`src/lsu_pkg.sv`:
```
// Shared widths and funct3 codes; byte lanes assume a data width that is a multiple of 8.
package lsu_pkg;

    ////////////////////////////////////////
    // Widths
    ////////////////////////////////////////

    // Data and address width.
    localparam int unsigned XLEN = 32;

    // One enable per byte lane.
    localparam int unsigned BE_W = XLEN / 8;

    ////////////////////////////////////////
    // Access size and sign (funct3)
    ////////////////////////////////////////

    // Signed byte.
    localparam logic [2:0] F3_B  = 3'd0;

    // Signed halfword.
    localparam logic [2:0] F3_H  = 3'd1;

    // Full word.
    localparam logic [2:0] F3_W  = 3'd2;

    // Unsigned byte for loads only.
    localparam logic [2:0] F3_BU = 3'd4;

    // Unsigned halfword for loads only.
    localparam logic [2:0] F3_HU = 3'd5;

    // Stores use only F3_B, F3_H and F3_W.
    // Bit 2 of funct3 marks zero extension on loads.

endpackage

```
`src/mem_access_unit.sv`:
```
// One request in flight at a time; misaligned addresses are not trapped and unused low bits are ignored.
module mem_access_unit import lsu_pkg::*; (
    input  logic            clk_i,
    input  logic            arst_n_i,

    // Request from execute.
    input  logic            req_valid_i,
    output logic            req_ready_o,
    input  logic            req_store_i,
    input  logic [2:0]      req_funct3_i,
    input  logic [XLEN-1:0] req_addr_i,
    input  logic [XLEN-1:0] req_wdata_i,

    // Response to writeback.
    output logic            rsp_valid_o,
    input  logic            rsp_ready_i,
    output logic [XLEN-1:0] rsp_rdata_o,

    // Data memory bus.
    output logic            mem_sel_o,
    output logic            mem_we_o,
    output logic [BE_W-1:0] mem_be_o,
    output logic [XLEN-1:0] mem_addr_o,
    output logic [XLEN-1:0] mem_wdata_o,
    input  logic [XLEN-1:0] mem_rdata_i,
    input  logic            mem_stall_i
);

    typedef enum logic [1:0] {
        ST_IDLE,
        ST_ACCESS,
        ST_RESPOND
    } state_t;

    state_t state_q;
    state_t state_d;

    // Held request.
    logic            store_q;
    logic [2:0]      funct3_q;
    logic [XLEN-3:0] word_q;
    logic [1:0]      off_q;
    logic [XLEN-1:0] wdata_q;

    // Response payload.
    logic [XLEN-1:0] rsp_rdata_q;

    logic            req_fire;
    logic            rsp_fire;
    logic            mem_done;

    logic [BE_W-1:0] be;
    logic [XLEN-1:0] wdata_lane;
    logic [7:0]      byte_lane;
    logic [15:0]     half_lane;
    logic [XLEN-1:0] load_data;

    ////////////////////////////////////////
    // Control
    ////////////////////////////////////////

    assign req_fire = req_valid_i && req_ready_o;
    assign rsp_fire = rsp_valid_o && rsp_ready_i;
    assign mem_done = mem_sel_o && !mem_stall_i;

    always_comb begin
        state_d = state_q;
        case (state_q)
            ST_IDLE: begin
                if (req_fire) begin
                    state_d = ST_ACCESS;
                end
            end
            ST_ACCESS: begin
                if (mem_done) begin
                    state_d = ST_RESPOND;
                end
            end
            ST_RESPOND: begin
                if (rsp_fire) begin
                    state_d = ST_IDLE;
                end
            end
            default: begin
                state_d = ST_IDLE;
            end
        endcase
    end

    always_ff @(posedge clk_i or negedge arst_n_i) begin
        if (!arst_n_i) begin
            state_q <= ST_IDLE;
        end else begin
            state_q <= state_d;
        end
    end

    assign req_ready_o = (state_q == ST_IDLE);
    assign rsp_valid_o = (state_q == ST_RESPOND);

    // Fields are captured on acceptance and held until the next one.
    always_ff @(posedge clk_i) begin
        if (req_fire) begin
            store_q  <= req_store_i;
            funct3_q <= req_funct3_i;
            word_q   <= req_addr_i[XLEN-1:2];
            off_q    <= req_addr_i[1:0];
            wdata_q  <= req_wdata_i;
        end
    end

    ////////////////////////////////////////
    // Store formatting
    ////////////////////////////////////////

    always_comb begin
        case (funct3_q)
            F3_B, F3_BU: begin
                be         = 4'b0001 << off_q;
                wdata_lane = wdata_q << {off_q, 3'b000};
            end
            F3_H, F3_HU: begin
                be         = off_q[1] ? 4'b1100 : 4'b0011;
                wdata_lane = off_q[1] ? (wdata_q << 16) : wdata_q;
            end
            default: begin
                be         = 4'b1111;
                wdata_lane = wdata_q;
            end
        endcase
    end

    assign mem_sel_o   = (state_q == ST_ACCESS);
    assign mem_we_o    = mem_sel_o && store_q;
    assign mem_be_o    = be;
    assign mem_addr_o  = {word_q, 2'b00};
    assign mem_wdata_o = wdata_lane;

    ////////////////////////////////////////
    // Load extraction
    ////////////////////////////////////////

    assign byte_lane = mem_rdata_i[{off_q, 3'b000} +: 8];
    assign half_lane = mem_rdata_i[{off_q[1], 4'b0000} +: 16];

    always_comb begin
        case (funct3_q)
            F3_B:    load_data = {{(XLEN-8){byte_lane[7]}}, byte_lane};
            F3_BU:   load_data = {{(XLEN-8){1'b0}}, byte_lane};
            F3_H:    load_data = {{(XLEN-16){half_lane[15]}}, half_lane};
            F3_HU:   load_data = {{(XLEN-16){1'b0}}, half_lane};
            F3_W:    load_data = mem_rdata_i;
            default: load_data = mem_rdata_i;
        endcase
    end

    // Stores answer with zero.
    always_ff @(posedge clk_i) begin
        if (mem_done) begin
            rsp_rdata_q <= store_q ? '0 : load_data;
        end
    end

    assign rsp_rdata_o = rsp_rdata_q;

endmodule

```
`config.mk`:
```
export PLATFORM = sky130hd
export DESIGN_NAME = mem_access_unit
export DESIGN_NICKNAME = d
export VERILOG_FILES = /design/src/lsu_pkg.sv /design/src/mem_access_unit.sv
export SDC_FILE = /design/constraint.sdc
export NUM_CORES = 1
export LEC_CHECK = 0
export BUFFER_PORTS_ARGS = -buffer_cell sky130_fd_sc_hd__buf_2
export CORE_ASPECT_RATIO = 0.75
export CORE_MARGIN = 2
export CORE_UTILIZATION = 43
export DETAILED_ROUTE_END_ITERATION = 16
export PLACE_DENSITY_LB_ADDON = 0.15
export SYNTH_ARGS = -nofsm -noshare
export SYNTH_HDL_FRONTEND = slang
export SYNTH_SLANG_ARGS = --single-unit
```
`constraint.sdc`:
```
create_clock -name clk_i -period 2.6 [get_ports clk_i]
set_input_delay 0.13 -clock clk_i [delete_from_list [all_inputs] [get_ports clk_i]]
set_output_delay 0.13 -clock clk_i [all_outputs]
set_load 0.05 [all_outputs]
```
# Word level (Yosys, flattened, before mapping)
# Cells that the tools add are included.
[op_classes]
n_eq_ne = 8
shifts = 4
n_mux = 9
reduce_logical = 10
[op_table]
columns = ["cell", "n"]
rows = [
  ["$pmux W32 S4", 1],
  ["$pmux W32 S2", 1],
  ["$mux W32", 1],
  ["$shiftx A32 B6 Y16", 1],
  ["$shiftx A32 B6 Y8", 1],
  ["$shl A32 B5 Y32", 1],
  ["$pmux W4 S2", 1],
  ["$eq A3 B3 Y1 const B", 2],
  ["$mux W2", 3],
  ["$ne A2 B1 Y1 const B", 3],
  ["$pmux W2 S3", 1],
  ["$logic_and A1 B1 Y1", 4],
  ["$mux W4", 1],
  ["$reduce_or A2 Y1", 2],
  ["$shl A1 B2 Y4 const A", 1],
  ["$eq A3 B1 Y1 const B", 1],
  ["$logic_not A3 Y1", 1],
  ["$reduce_and A3 Y1", 1],
  ["$eq A2 B1 Y1 const B", 1],
  ["$eq A2 B2 Y1 const B", 1],
  ["$logic_not A2 Y1", 1],
  ["$logic_not A1 Y1", 1],
]
[word_totals]
regBits = 102
input_bits = 105
out_inout_bits = 104
word_cells = 38

# Longest topological paths before layout
# Gate-level depths: netlist of the first run.
[depth]
word_depth = 4
depth_mapped = 7
depth_no_buf = 4

# Worst setup path after synthesis of the first run
# No wires, ideal clock.
[synth_timing]
kind = "reg-to-reg"
start = "register state_q[1]"
end = "register funct3_q[0] (enable)"
setup_time_ns = 0.433
arrival_time_ns = 2.796
required_ns = 2.167
path_slack_ns = -0.629
path_stages_with_launch = 3
n_path_buf = 0
period_less_slack_ns = 3.229
cell_sequence = "dfrtp_1 > nor2_1 > and2_1"
[synth_via]
elab_chain_cells = 2
[synth_lines]
columns = ["element", "line", "source"]
rows = [
  ["start, declared", "mem_access_unit.sv:35", "state_t state_q;"],
  ["start signal, assigned", "mem_access_unit.sv:94", "state_q <= state_d;"],
  ["$logic_not A2 Y1", "mem_access_unit.sv:98", "assign req_ready_o = (state_q == ST_IDLE);"],
  ["named net req_ready_o", "mem_access_unit.sv:8", "output logic req_ready_o,"],
  ["$logic_and A1 B1 Y1", "mem_access_unit.sv:62", "assign req_fire = req_valid_i && req_ready_o;"],
  ["named net req_fire", "mem_access_unit.sv:48", "logic req_fire;"],
  ["end signal, assigned", "mem_access_unit.sv:105", "funct3_q <= req_funct3_i;"],
  ["end, declared", "mem_access_unit.sv:40", "logic [2:0] funct3_q;"],
]
# The timed path passes the listed nets, and every way through them passes these cells.
# A chain may end at the register's enable or synchronous reset.

# Worst setup path in the final report of the first run
[layout_timing]
start = "register funct3_q[0]"
end = "output port mem_wdata_o[16]"
[layout_via]
elab_chain_cells = 3
elab_cells_between_ends = 7
classes_between = "3 x eq/ne; 1 x mux; 3 x reduce/logical"
[layout_lines]
columns = ["element", "line", "source"]
rows = [
  ["$eq A3 B3 Y1 (tied with other cells)", "mem_access_unit.sv:117", "case (funct3_q)"],
  ["$reduce_or A2 Y1", "mem_access_unit.sv:117", ""],
  ["$pmux W32 S2 *", "mem_access_unit.sv:117", ""],
  ["end, declared", "mem_access_unit.sv:24", "output logic [XLEN-1:0] mem_wdata_o,"],
]
# Every way passes the cells marked *; elsewhere a longest branch is shown, timed or not.

==> results.txt, run 1 <==
----------------------------------------------------
[Timing]
  Max-slew violation count ... 0
  Portion of the clock cycle consumed by the worst path in the final layout ... 0.950
  Worst max-slew margin expressed relative to the limit ... 0.297
  Actual slew at the worst max-slew pin ... 1050 ps
  Fmax ... 0.405 GHz
  Time the final worst path needs with I/O delays and setup ... 2470 ps
  Fin Hold WS ... 56.5 ps
  Largest clock skew in the final design ... 4.41 ps
  Hold violation total from the final report ... 0
  Final sum of negative setup slack ... 0 ps
  Unrepaired setup endpoints after global routing ... false
  Count of final setup violators ... 0

[Global routing]
  Number of global-route vias before repair ... 4174
  Maximum number of pins on one net before global-route repair ... 38
  First-pass GRT wire length ... 20900 µm
  Number of antenna violations at the first check in global routing ... 0
  GRT Residual Overflow ... 0
  Overall Global Routing Usage ... 0.236
  Met2 routing resource usage after global routing ... 0.386
  Met1 global-route usage ... 0.311
  Met3 track utilization from global routing ... 0.0589
  Busiest metal layer after global routing ... met2

[Setup path]
  Endpoint type of the worst setup path ... output pin
  Worst reg2reg startpoint ... off_q[1]$_DFFE_PP_
  Critical Path Start ... funct3_q[0]$_DFFE_PP_
  Worst-path cell with the longest stage delay ... sky130_fd_sc_hd__edfxtp_1
  List of cells traversed by the critical path ... nand2b_1 -> buf_4 -> nor2_2 -> buf_4 -> a22oi_1 -> o21ai_0 -> buf_2
  Highest net fanout along the worst path ... 14
  Worst path most repeated cell ... sky130_fd_sc_hd__buf_4
  Critical Path Source Type ... flop
  Crit Path Category ... flop to output pin
  Longest individual stage delay on the worst path ... 410 ps
  Data arrival time of the critical path ... 2340 ps
  Crit path required time ... 2470 ps

[Placed design]
  Routability Congestion ... 0.780
  Estimated wirelength of the detail-placed design ... 9120 µm
  Total cell area at the placement stage ... 5820 µm²
  Count of port buffers added during placement ... 206

[Final layout]
  Area growth syn-to-layout ... 48.7%
  Number of nets in the final layout ... 744
  Layout Cell Area excl Fill ... 6880 µm²
  Core utilization of the finished layout ... 0.664
  Fraction of layout instances using a drive strength above 1 ... 0.398
  Antenna diode count ... 0

[Power]
  Clock network power share ... 0.270
  Proportion of total power due to net switching ... 0.376
  Combinational Power Share ... 0.346
  Switching power ... 0.00215 W
  Sequential group share of total power ... 0.384
  Power Dens Cells ... 833 nW/µm²
  Lkg Pwr ... 2.94 nW
  Internal power component ... 0.00358 W
  Maximum vdd drop ... 556 µV

[Die]
  Die area ... 11600 µm²
  Floorplan die width ... 124 µm
  IO Count ... 209
  Starting Density ... 0.446
  Vertical die dimension ... 93.9 µm
  Row cnt ... 32
  Standard cell core area ... 10400 µm²

[Clock tree]
  Maximum number of buffers from clock root to sink ... 2
  CTS clk-pin slew, worst paths ... 70 ps
  H-tree levels ... 3
  Total clock sinks ... 102
  Total clock buffers created by CTS ... 9
  Cell at the root of the clock tree ... sky130_fd_sc_hd__clkbuf_16
  Clock tree from TritonCTS ... yes
  Clk Latency, worst-skew pair ... 340 ps

[Route]
  Detailed-routing iteration count for the pre-antenna-repair pass ... 5
  Post-route antenna net violation count ... 0
  Wire length after detailed routing ... 13700 µm
  Vias post-DR ... 4124
  Per-cell via count in the routed design ... 5.29
  Residual DRC ... 0
  Average detailed-routed wire length per instance ... 17.6 µm
  Starting DRC count in detailed routing ... 262

[Synth]
  Syn Area/Cell ... 12.8 µm²
  Portion of the post-synthesis area used by sequential elements ... 0.659
  Flops & latches, synth ... 102
  Top cells by instance count after synthesis ... 100 x sky130_fd_sc_hd__edfxtp_1, 46 x sky130_fd_sc_hd__nand2_1, 31 x sky130_fd_sc_hd__o21ai_0
  Cell area after synthesis ... 4630 µm²
  Gate Count Post-Synth ... 363
  Number of warning messages in the yosys log ... 0
  Number of enable-type register cells in the synthesized netlist ... 100
  Dominant cell type by area after synthesis ... sky130_fd_sc_hd__edfxtp_1
  Main area contributors after synthesis ... sky130_fd_sc_hd__edfxtp_1 65%, sky130_fd_sc_hd__a22oi_1 4.2%, sky130_fd_sc_hd__nand2_1 3.7%
  FFs w/ async S/R, synth ... 0.0196
  Fraction of post-synthesis cell area in the top cell type by area ... 0.649
  Leading register cell type out of synthesis ... sky130_fd_sc_hd__edfxtp_1
  Unique cell type count in the Yosys netlist ... 37
  Most instantiated library cell after synthesis ... sky130_fd_sc_hd__edfxtp_1

[Run]
  Total of max-cap violations ... 0

[Hold path]
  Hold path startpoint ... rsp_ready_i
  Class of the most critical hold timing path ... input port to flop

[Status]
  Result of the run ... finished clean

----------------------------------------------------
## layer usage
metal	share of wire	vias to the layer above
met5	0	-
li1	-	1937
met4	0.014	0
met2	0.48	189
met3	0.072	18
met1	0.43	1980
## cell type report
cell class | instances | area, µm²
clock inverters | 6 | 116
flip-flops and latches | 102 | 3050
repair buffers | 294 | 1880
well taps | 136 | 170
clock buffers | 10 | 229
fillers | 819 | 3490
inverters | 4 | 15.0
multi-input cells | 228 | 1420
## power groups by stage
stage,clock network [W],logic (W),registers (W)
global route,0.00164,0.00210,0.00222
finish,0.00155,0.00198,0.00220
CTS,0.00158,0.00197,0.00220
floorplan,0,0.000989,0.00262
detailed placement,0,0.00188,0.00223
global placement,0,0.00186,0.00223
## cell usage in the layout (no fill, tap or decap), drive strengths merged, types with 3 or more instances in the layout
cell type,netlist,routed
a31oi,4,4
and3,4,4
nor3,7,7
edfxtp,100,100
a22oi,26,26
inv,4,6
nor2,13,13
nor2b,13,13
buf,17,224
mux2,7,7
mux2i,12,12
a32oi,4,4
a21oi,19,19
and2,10,10
a21o,3,3
clkbuf,13,11
nand2,46,46
dlygate4sd3,0,69
o21ai,32,32
a222oi,7,7
a32o,6,6
bufinv,0,3
## through the flow
step / total power [W] / std cells / setup WS, ps
floorplan: 0.00361 / 364 / 75.0
global placement: 0.00409 / 692 / 542
detailed placement: 0.00412 / 692 / 476
CTS: 0.00575 / 777 / 89.5
global route: 0.00597 / 780 / 0.0888
finish: 0.00574 / 780 / 131
## what timing repair did
item / in CTS / in global routing
setup buffers: 0 / 3
endpoints found under the hold margin: 70 / 0
resized for setup: 0 / 1
setup endpoints to repair: 0 / 3
hold buffers: 69 / 0
## cell families (layout without fill, tap and decap cells)
kind of cell | count (synthesis) | after routing | share of synthesized area
AOI/OAI and AO/OA | 109 | 109 | 0.160
DFF | 102 | 102 | 0.659
and+or+nand+nor | 98 | 98 | 0.100
buffers and inverters | 34 | 314 | 0.0365
muxes | 19 | 19 | 0.0430
other | 1 | 2 | 0.000810
## sequential cells by signal, indices dropped and copies added, names as in the netlist
signal and count:
word_q 30, state_q 2, off_q 2, rsp_rdata_o 32
wdata_q 32, store_q 1, funct3_q 3
## worst paths after layout
kind / slack [ps] / to / depth (start not counted)
max in group asynchronous: 2400 / state_q[0]$_DFFE_PN0P_ / 2
worst min register to register: 480 / state_q[0]$_DFFE_PN0P_ / 1
min in group asynchronous: 110 / state_q[1]$_DFFE_PN0P_ / 2
worst min-delay path: 60 / state_q[1]$_DFFE_PN0P_ / 3
worst max register to register: 490 / rsp_rdata_o[29]$_SDFFCE_PP0P_ / 5
worst max-delay path: 130 / mem_wdata_o[16] / 7
## worst max-delay path: cells and delay by family, from the launching register on
family	cells	cell delay, ps
buffers and inverters	3	790
and+or+nand+nor	2	450
DFF	1	410
AOI/OAI and AO/OA	2	330
(Power assumes the default switching activity.)
==> run 2: changes to the inputs <==
Settings changed: CORE_UTILIZATION 43 to 47, REMOVE_ABC_BUFFERS set to 1.
Clock period 2.6 ns to 2.46 ns, I/O delays scaled along.
==> run 2 against run 1 <==
Against the previous run: register-to-register slack got worse by 40 ps; wire length is 4.7% lower; non-clock buffer count decreased by 3; core utilization rose by 4.3 points; cell area is 1.3% lower; clock skew is 2.6 ps higher; clock power decreased by 14%; highest routed layer unchanged; sequential power up 5%; setup slack improved by 120 ps; global-route usage up 0.94 points.
==> results.txt, run 2 (synthesized netlist as in run 1, its figures left out) <==
----------------------------------------------------
[Status]
  Result of the run ... finished clean

[Setup path]
  Worst-path cell with the longest stage delay ... sky130_fd_sc_hd__edfxtp_1
  Crit path required time ... 2340 ps
  Highest net fanout along the worst path ... 19
  Worst reg2reg startpoint ... off_q[0]$_DFFE_PP_
  Number of buffers and inverters on the critical path ... 2
  List of cells traversed by the critical path ... nand2b_1 -> buf_4 -> a21o_2 -> a21oi_1 -> o21ai_0 -> buf_2
  Endpoint of the worst register-to-register path ... rsp_rdata_o[19]$_SDFFCE_PP0P_
  Data arrival time of the critical path ... 2090 ps
  Longest individual stage delay on the worst path ... 420 ps
  Endpoint type of the worst setup path ... output pin
  Crit Path Category ... flop to output pin
  Worst setup slack for register-to-register paths ... 450 ps
  Gate family responsible for the most delay along the worst path ... compound AO/OA/AOI/OAI gates
  Critical Path Source Type ... flop
  Count of cells along the worst register-to-register path ... 5

[Clock tree]
  Maximum number of buffers from clock root to sink ... 2
  Total setup buffers inserted after CTS ... 0
  Cell at the root of the clock tree ... sky130_fd_sc_hd__clkbuf_16
  H-tree levels ... 3
  Clk Latency, worst-skew pair ... 340 ps
  Clock tree from TritonCTS ... yes
  Total clock sinks ... 102
  Total clock buffers created by CTS ... 9
  CTS clk-pin slew, worst paths ... 70 ps

[Final layout]
  Most frequent standard cell in the layout excluding fill and tap cells ... sky130_fd_sc_hd__buf_2
  Number of nets in the final layout ... 741
  Fraction of layout instances using a drive strength above 1 ... 0.398
  Layout Cell Area excl Fill ... 6800 µm²
  Area of combinational cells with multiple inputs ... 1430 µm²
  Antenna diode count ... 0
  Sequential cell area ... 3050 µm²
  Count of filler cells inserted in the layout ... 713
  Final non-filler cell total ... 773
  Most used cells in the layout excluding fill and tap cells ... 206 x sky130_fd_sc_hd__buf_2, 100 x sky130_fd_sc_hd__edfxtp_1, 69 x sky130_fd_sc_hd__dlygate4sd3_1
  Area growth syn-to-layout ... 46.8%

[Die]
  IO Count ... 209
  Floorplan die width ... 119 µm
  Die area ... 10700 µm²
  Starting Density ... 0.481
  Vertical die dimension ... 90.0 µm
  Standard cell core area ... 9620 µm²
  Row cnt ... 31

[Route]
  Post-route antenna net violation count ... 0
  Wire length after detailed routing ... 13100 µm
  Residual DRC ... 0
  Vias post-DR ... 4055
  Average detailed-routed wire length per instance ... 16.9 µm
  Per-cell via count in the routed design ... 5.25
  Detailed-routing iteration count for the pre-antenna-repair pass ... 5
  Starting DRC count in detailed routing ... 251

[Placed design]
  Count of port buffers added during placement ... 206
  Placed cells ... 688
  Routability Congestion ... 0.787
  Total cell area at the placement stage ... 5810 µm²
  Estimated wirelength of the detail-placed design ... 8430 µm
  Pre-CTS WS ... 451 ps

[Global routing]
  Number of global-route vias before repair ... 4074
  Overall Global Routing Usage ... 0.246
  GRT Residual Overflow ... 0
  Number of antenna violations at the first check in global routing ... 0
  First-pass GRT wire length ... 20400 µm
  Maximum number of pins on one net before global-route repair ... 69

[Timing]
  Unrepaired setup endpoints after global routing ... false
  Largest clock skew in the final design ... 7.01 ps
  Hold violation total from the final report ... 0
  Time the final worst path needs with I/O delays and setup ... 2210 ps
  Max-slew violation count ... 0
  Portion of the clock cycle consumed by the worst path in the final layout ... 0.900
  Actual slew at the worst max-slew pin ... 1050 ps
  Count of final setup violators ... 0
  Post-route setup slack ... 247 ps
  Fmax ... 0.452 GHz
  Worst max-slew margin expressed relative to the limit ... 0.298

[Power]
  Power Dens Cells ... 843 nW/µm²
  Lkg Pwr ... 2.89 nW
  Maximum vdd drop ... 594 µV

[Hold path]
  Number of cells traversed by the worst hold path ... 3
  Class of the most critical hold timing path ... input port to flop
  Endpoint with the worst hold slack ... state_q[1]$_DFFE_PN0P_
  Hold path startpoint ... rsp_ready_i

[Run]
  Total of max-cap violations ... 0

----------------------------------------------------
## run 2: worst max path at each step
stage,startpoint,cells past startpoint,endpoint
CTS,off_q[0]$_DFFE_PP_,6,mem_wdata_o[31]
global route,off_q[0]$_DFFE_PP_,6,mem_wdata_o[28]
global placement,off_q[0]$_DFFE_PP_,5,rsp_rdata_o[28]$_SDFFCE_PP0P_
floorplan,state_q[1]$_DFFE_PN0P_,2,funct3_q[0]$_DFFE_PP_
finish,off_q[0]$_DFFE_PP_,6,mem_wdata_o[31]
detailed placement,off_q[0]$_DFFE_PP_,5,rsp_rdata_o[19]$_SDFFCE_PP0P_
## run 2: area by class of cell
| cell class | instances | share of cell area |
|---|---|---|
| flip-flops and latches | 102 | 0.449 |
| repair buffers | 291 | 0.273 |
| multi-input cells | 228 | 0.210 |
| clock buffers | 9 | 0.0331 |
| well taps | 132 | 0.0243 |
| clock inverters | 7 | 0.00829 |
| inverters | 4 | 0.00221 |
## run 2: metal layers
layer | wire length [µm] | global-route usage | share of wire
met2 | 6590 | 0.419 | 0.50
met3 | 946 | 0.0647 | 0.072
met4 | 184 | 0.0863 | 0.014
met5 | 0 | 0 | 0
met1 | 5340 | 0.303 | 0.41
## run 2: repair_timing
action,in CTS,in global routing
resized for setup,0,3
hold buffers,69,0
endpoints found under the hold margin,70,0
setup endpoints to repair,0,8
## run 2: stage by stage
stage          hold slack (ps)   util  total power [W]  TNS [ps]
2_1_floorplan             -173      -          0.00378    -93340
3_3_place_gp             -89.1  0.604          0.00430         0
3_5_place_dp             -89.0  0.604          0.00433         0
4_1_cts                   26.6  0.705          0.00575         0
5_1_grt                   32.2  0.706          0.00596         0
6_report                  37.1  0.706          0.00573         0
## run 2: worst register-to-register path, stage by stage (launching register included)
cell and delay (ps):
sky130_fd_sc_hd__edfxtp_1 390, sky130_fd_sc_hd__buf_4 210, sky130_fd_sc_hd__mux2i_1 280, sky130_fd_sc_hd__o32ai_2 150, sky130_fd_sc_hd__o21ai_2 590, sky130_fd_sc_hd__nand2_1 120
## run 2: report_power, final
part	internal, W	total, W	switching [W]
clock network	0.000698	0.00134	0.000639
logic	0.000558	0.00208	0.00152
registers	0.00221	0.00231	0.000103
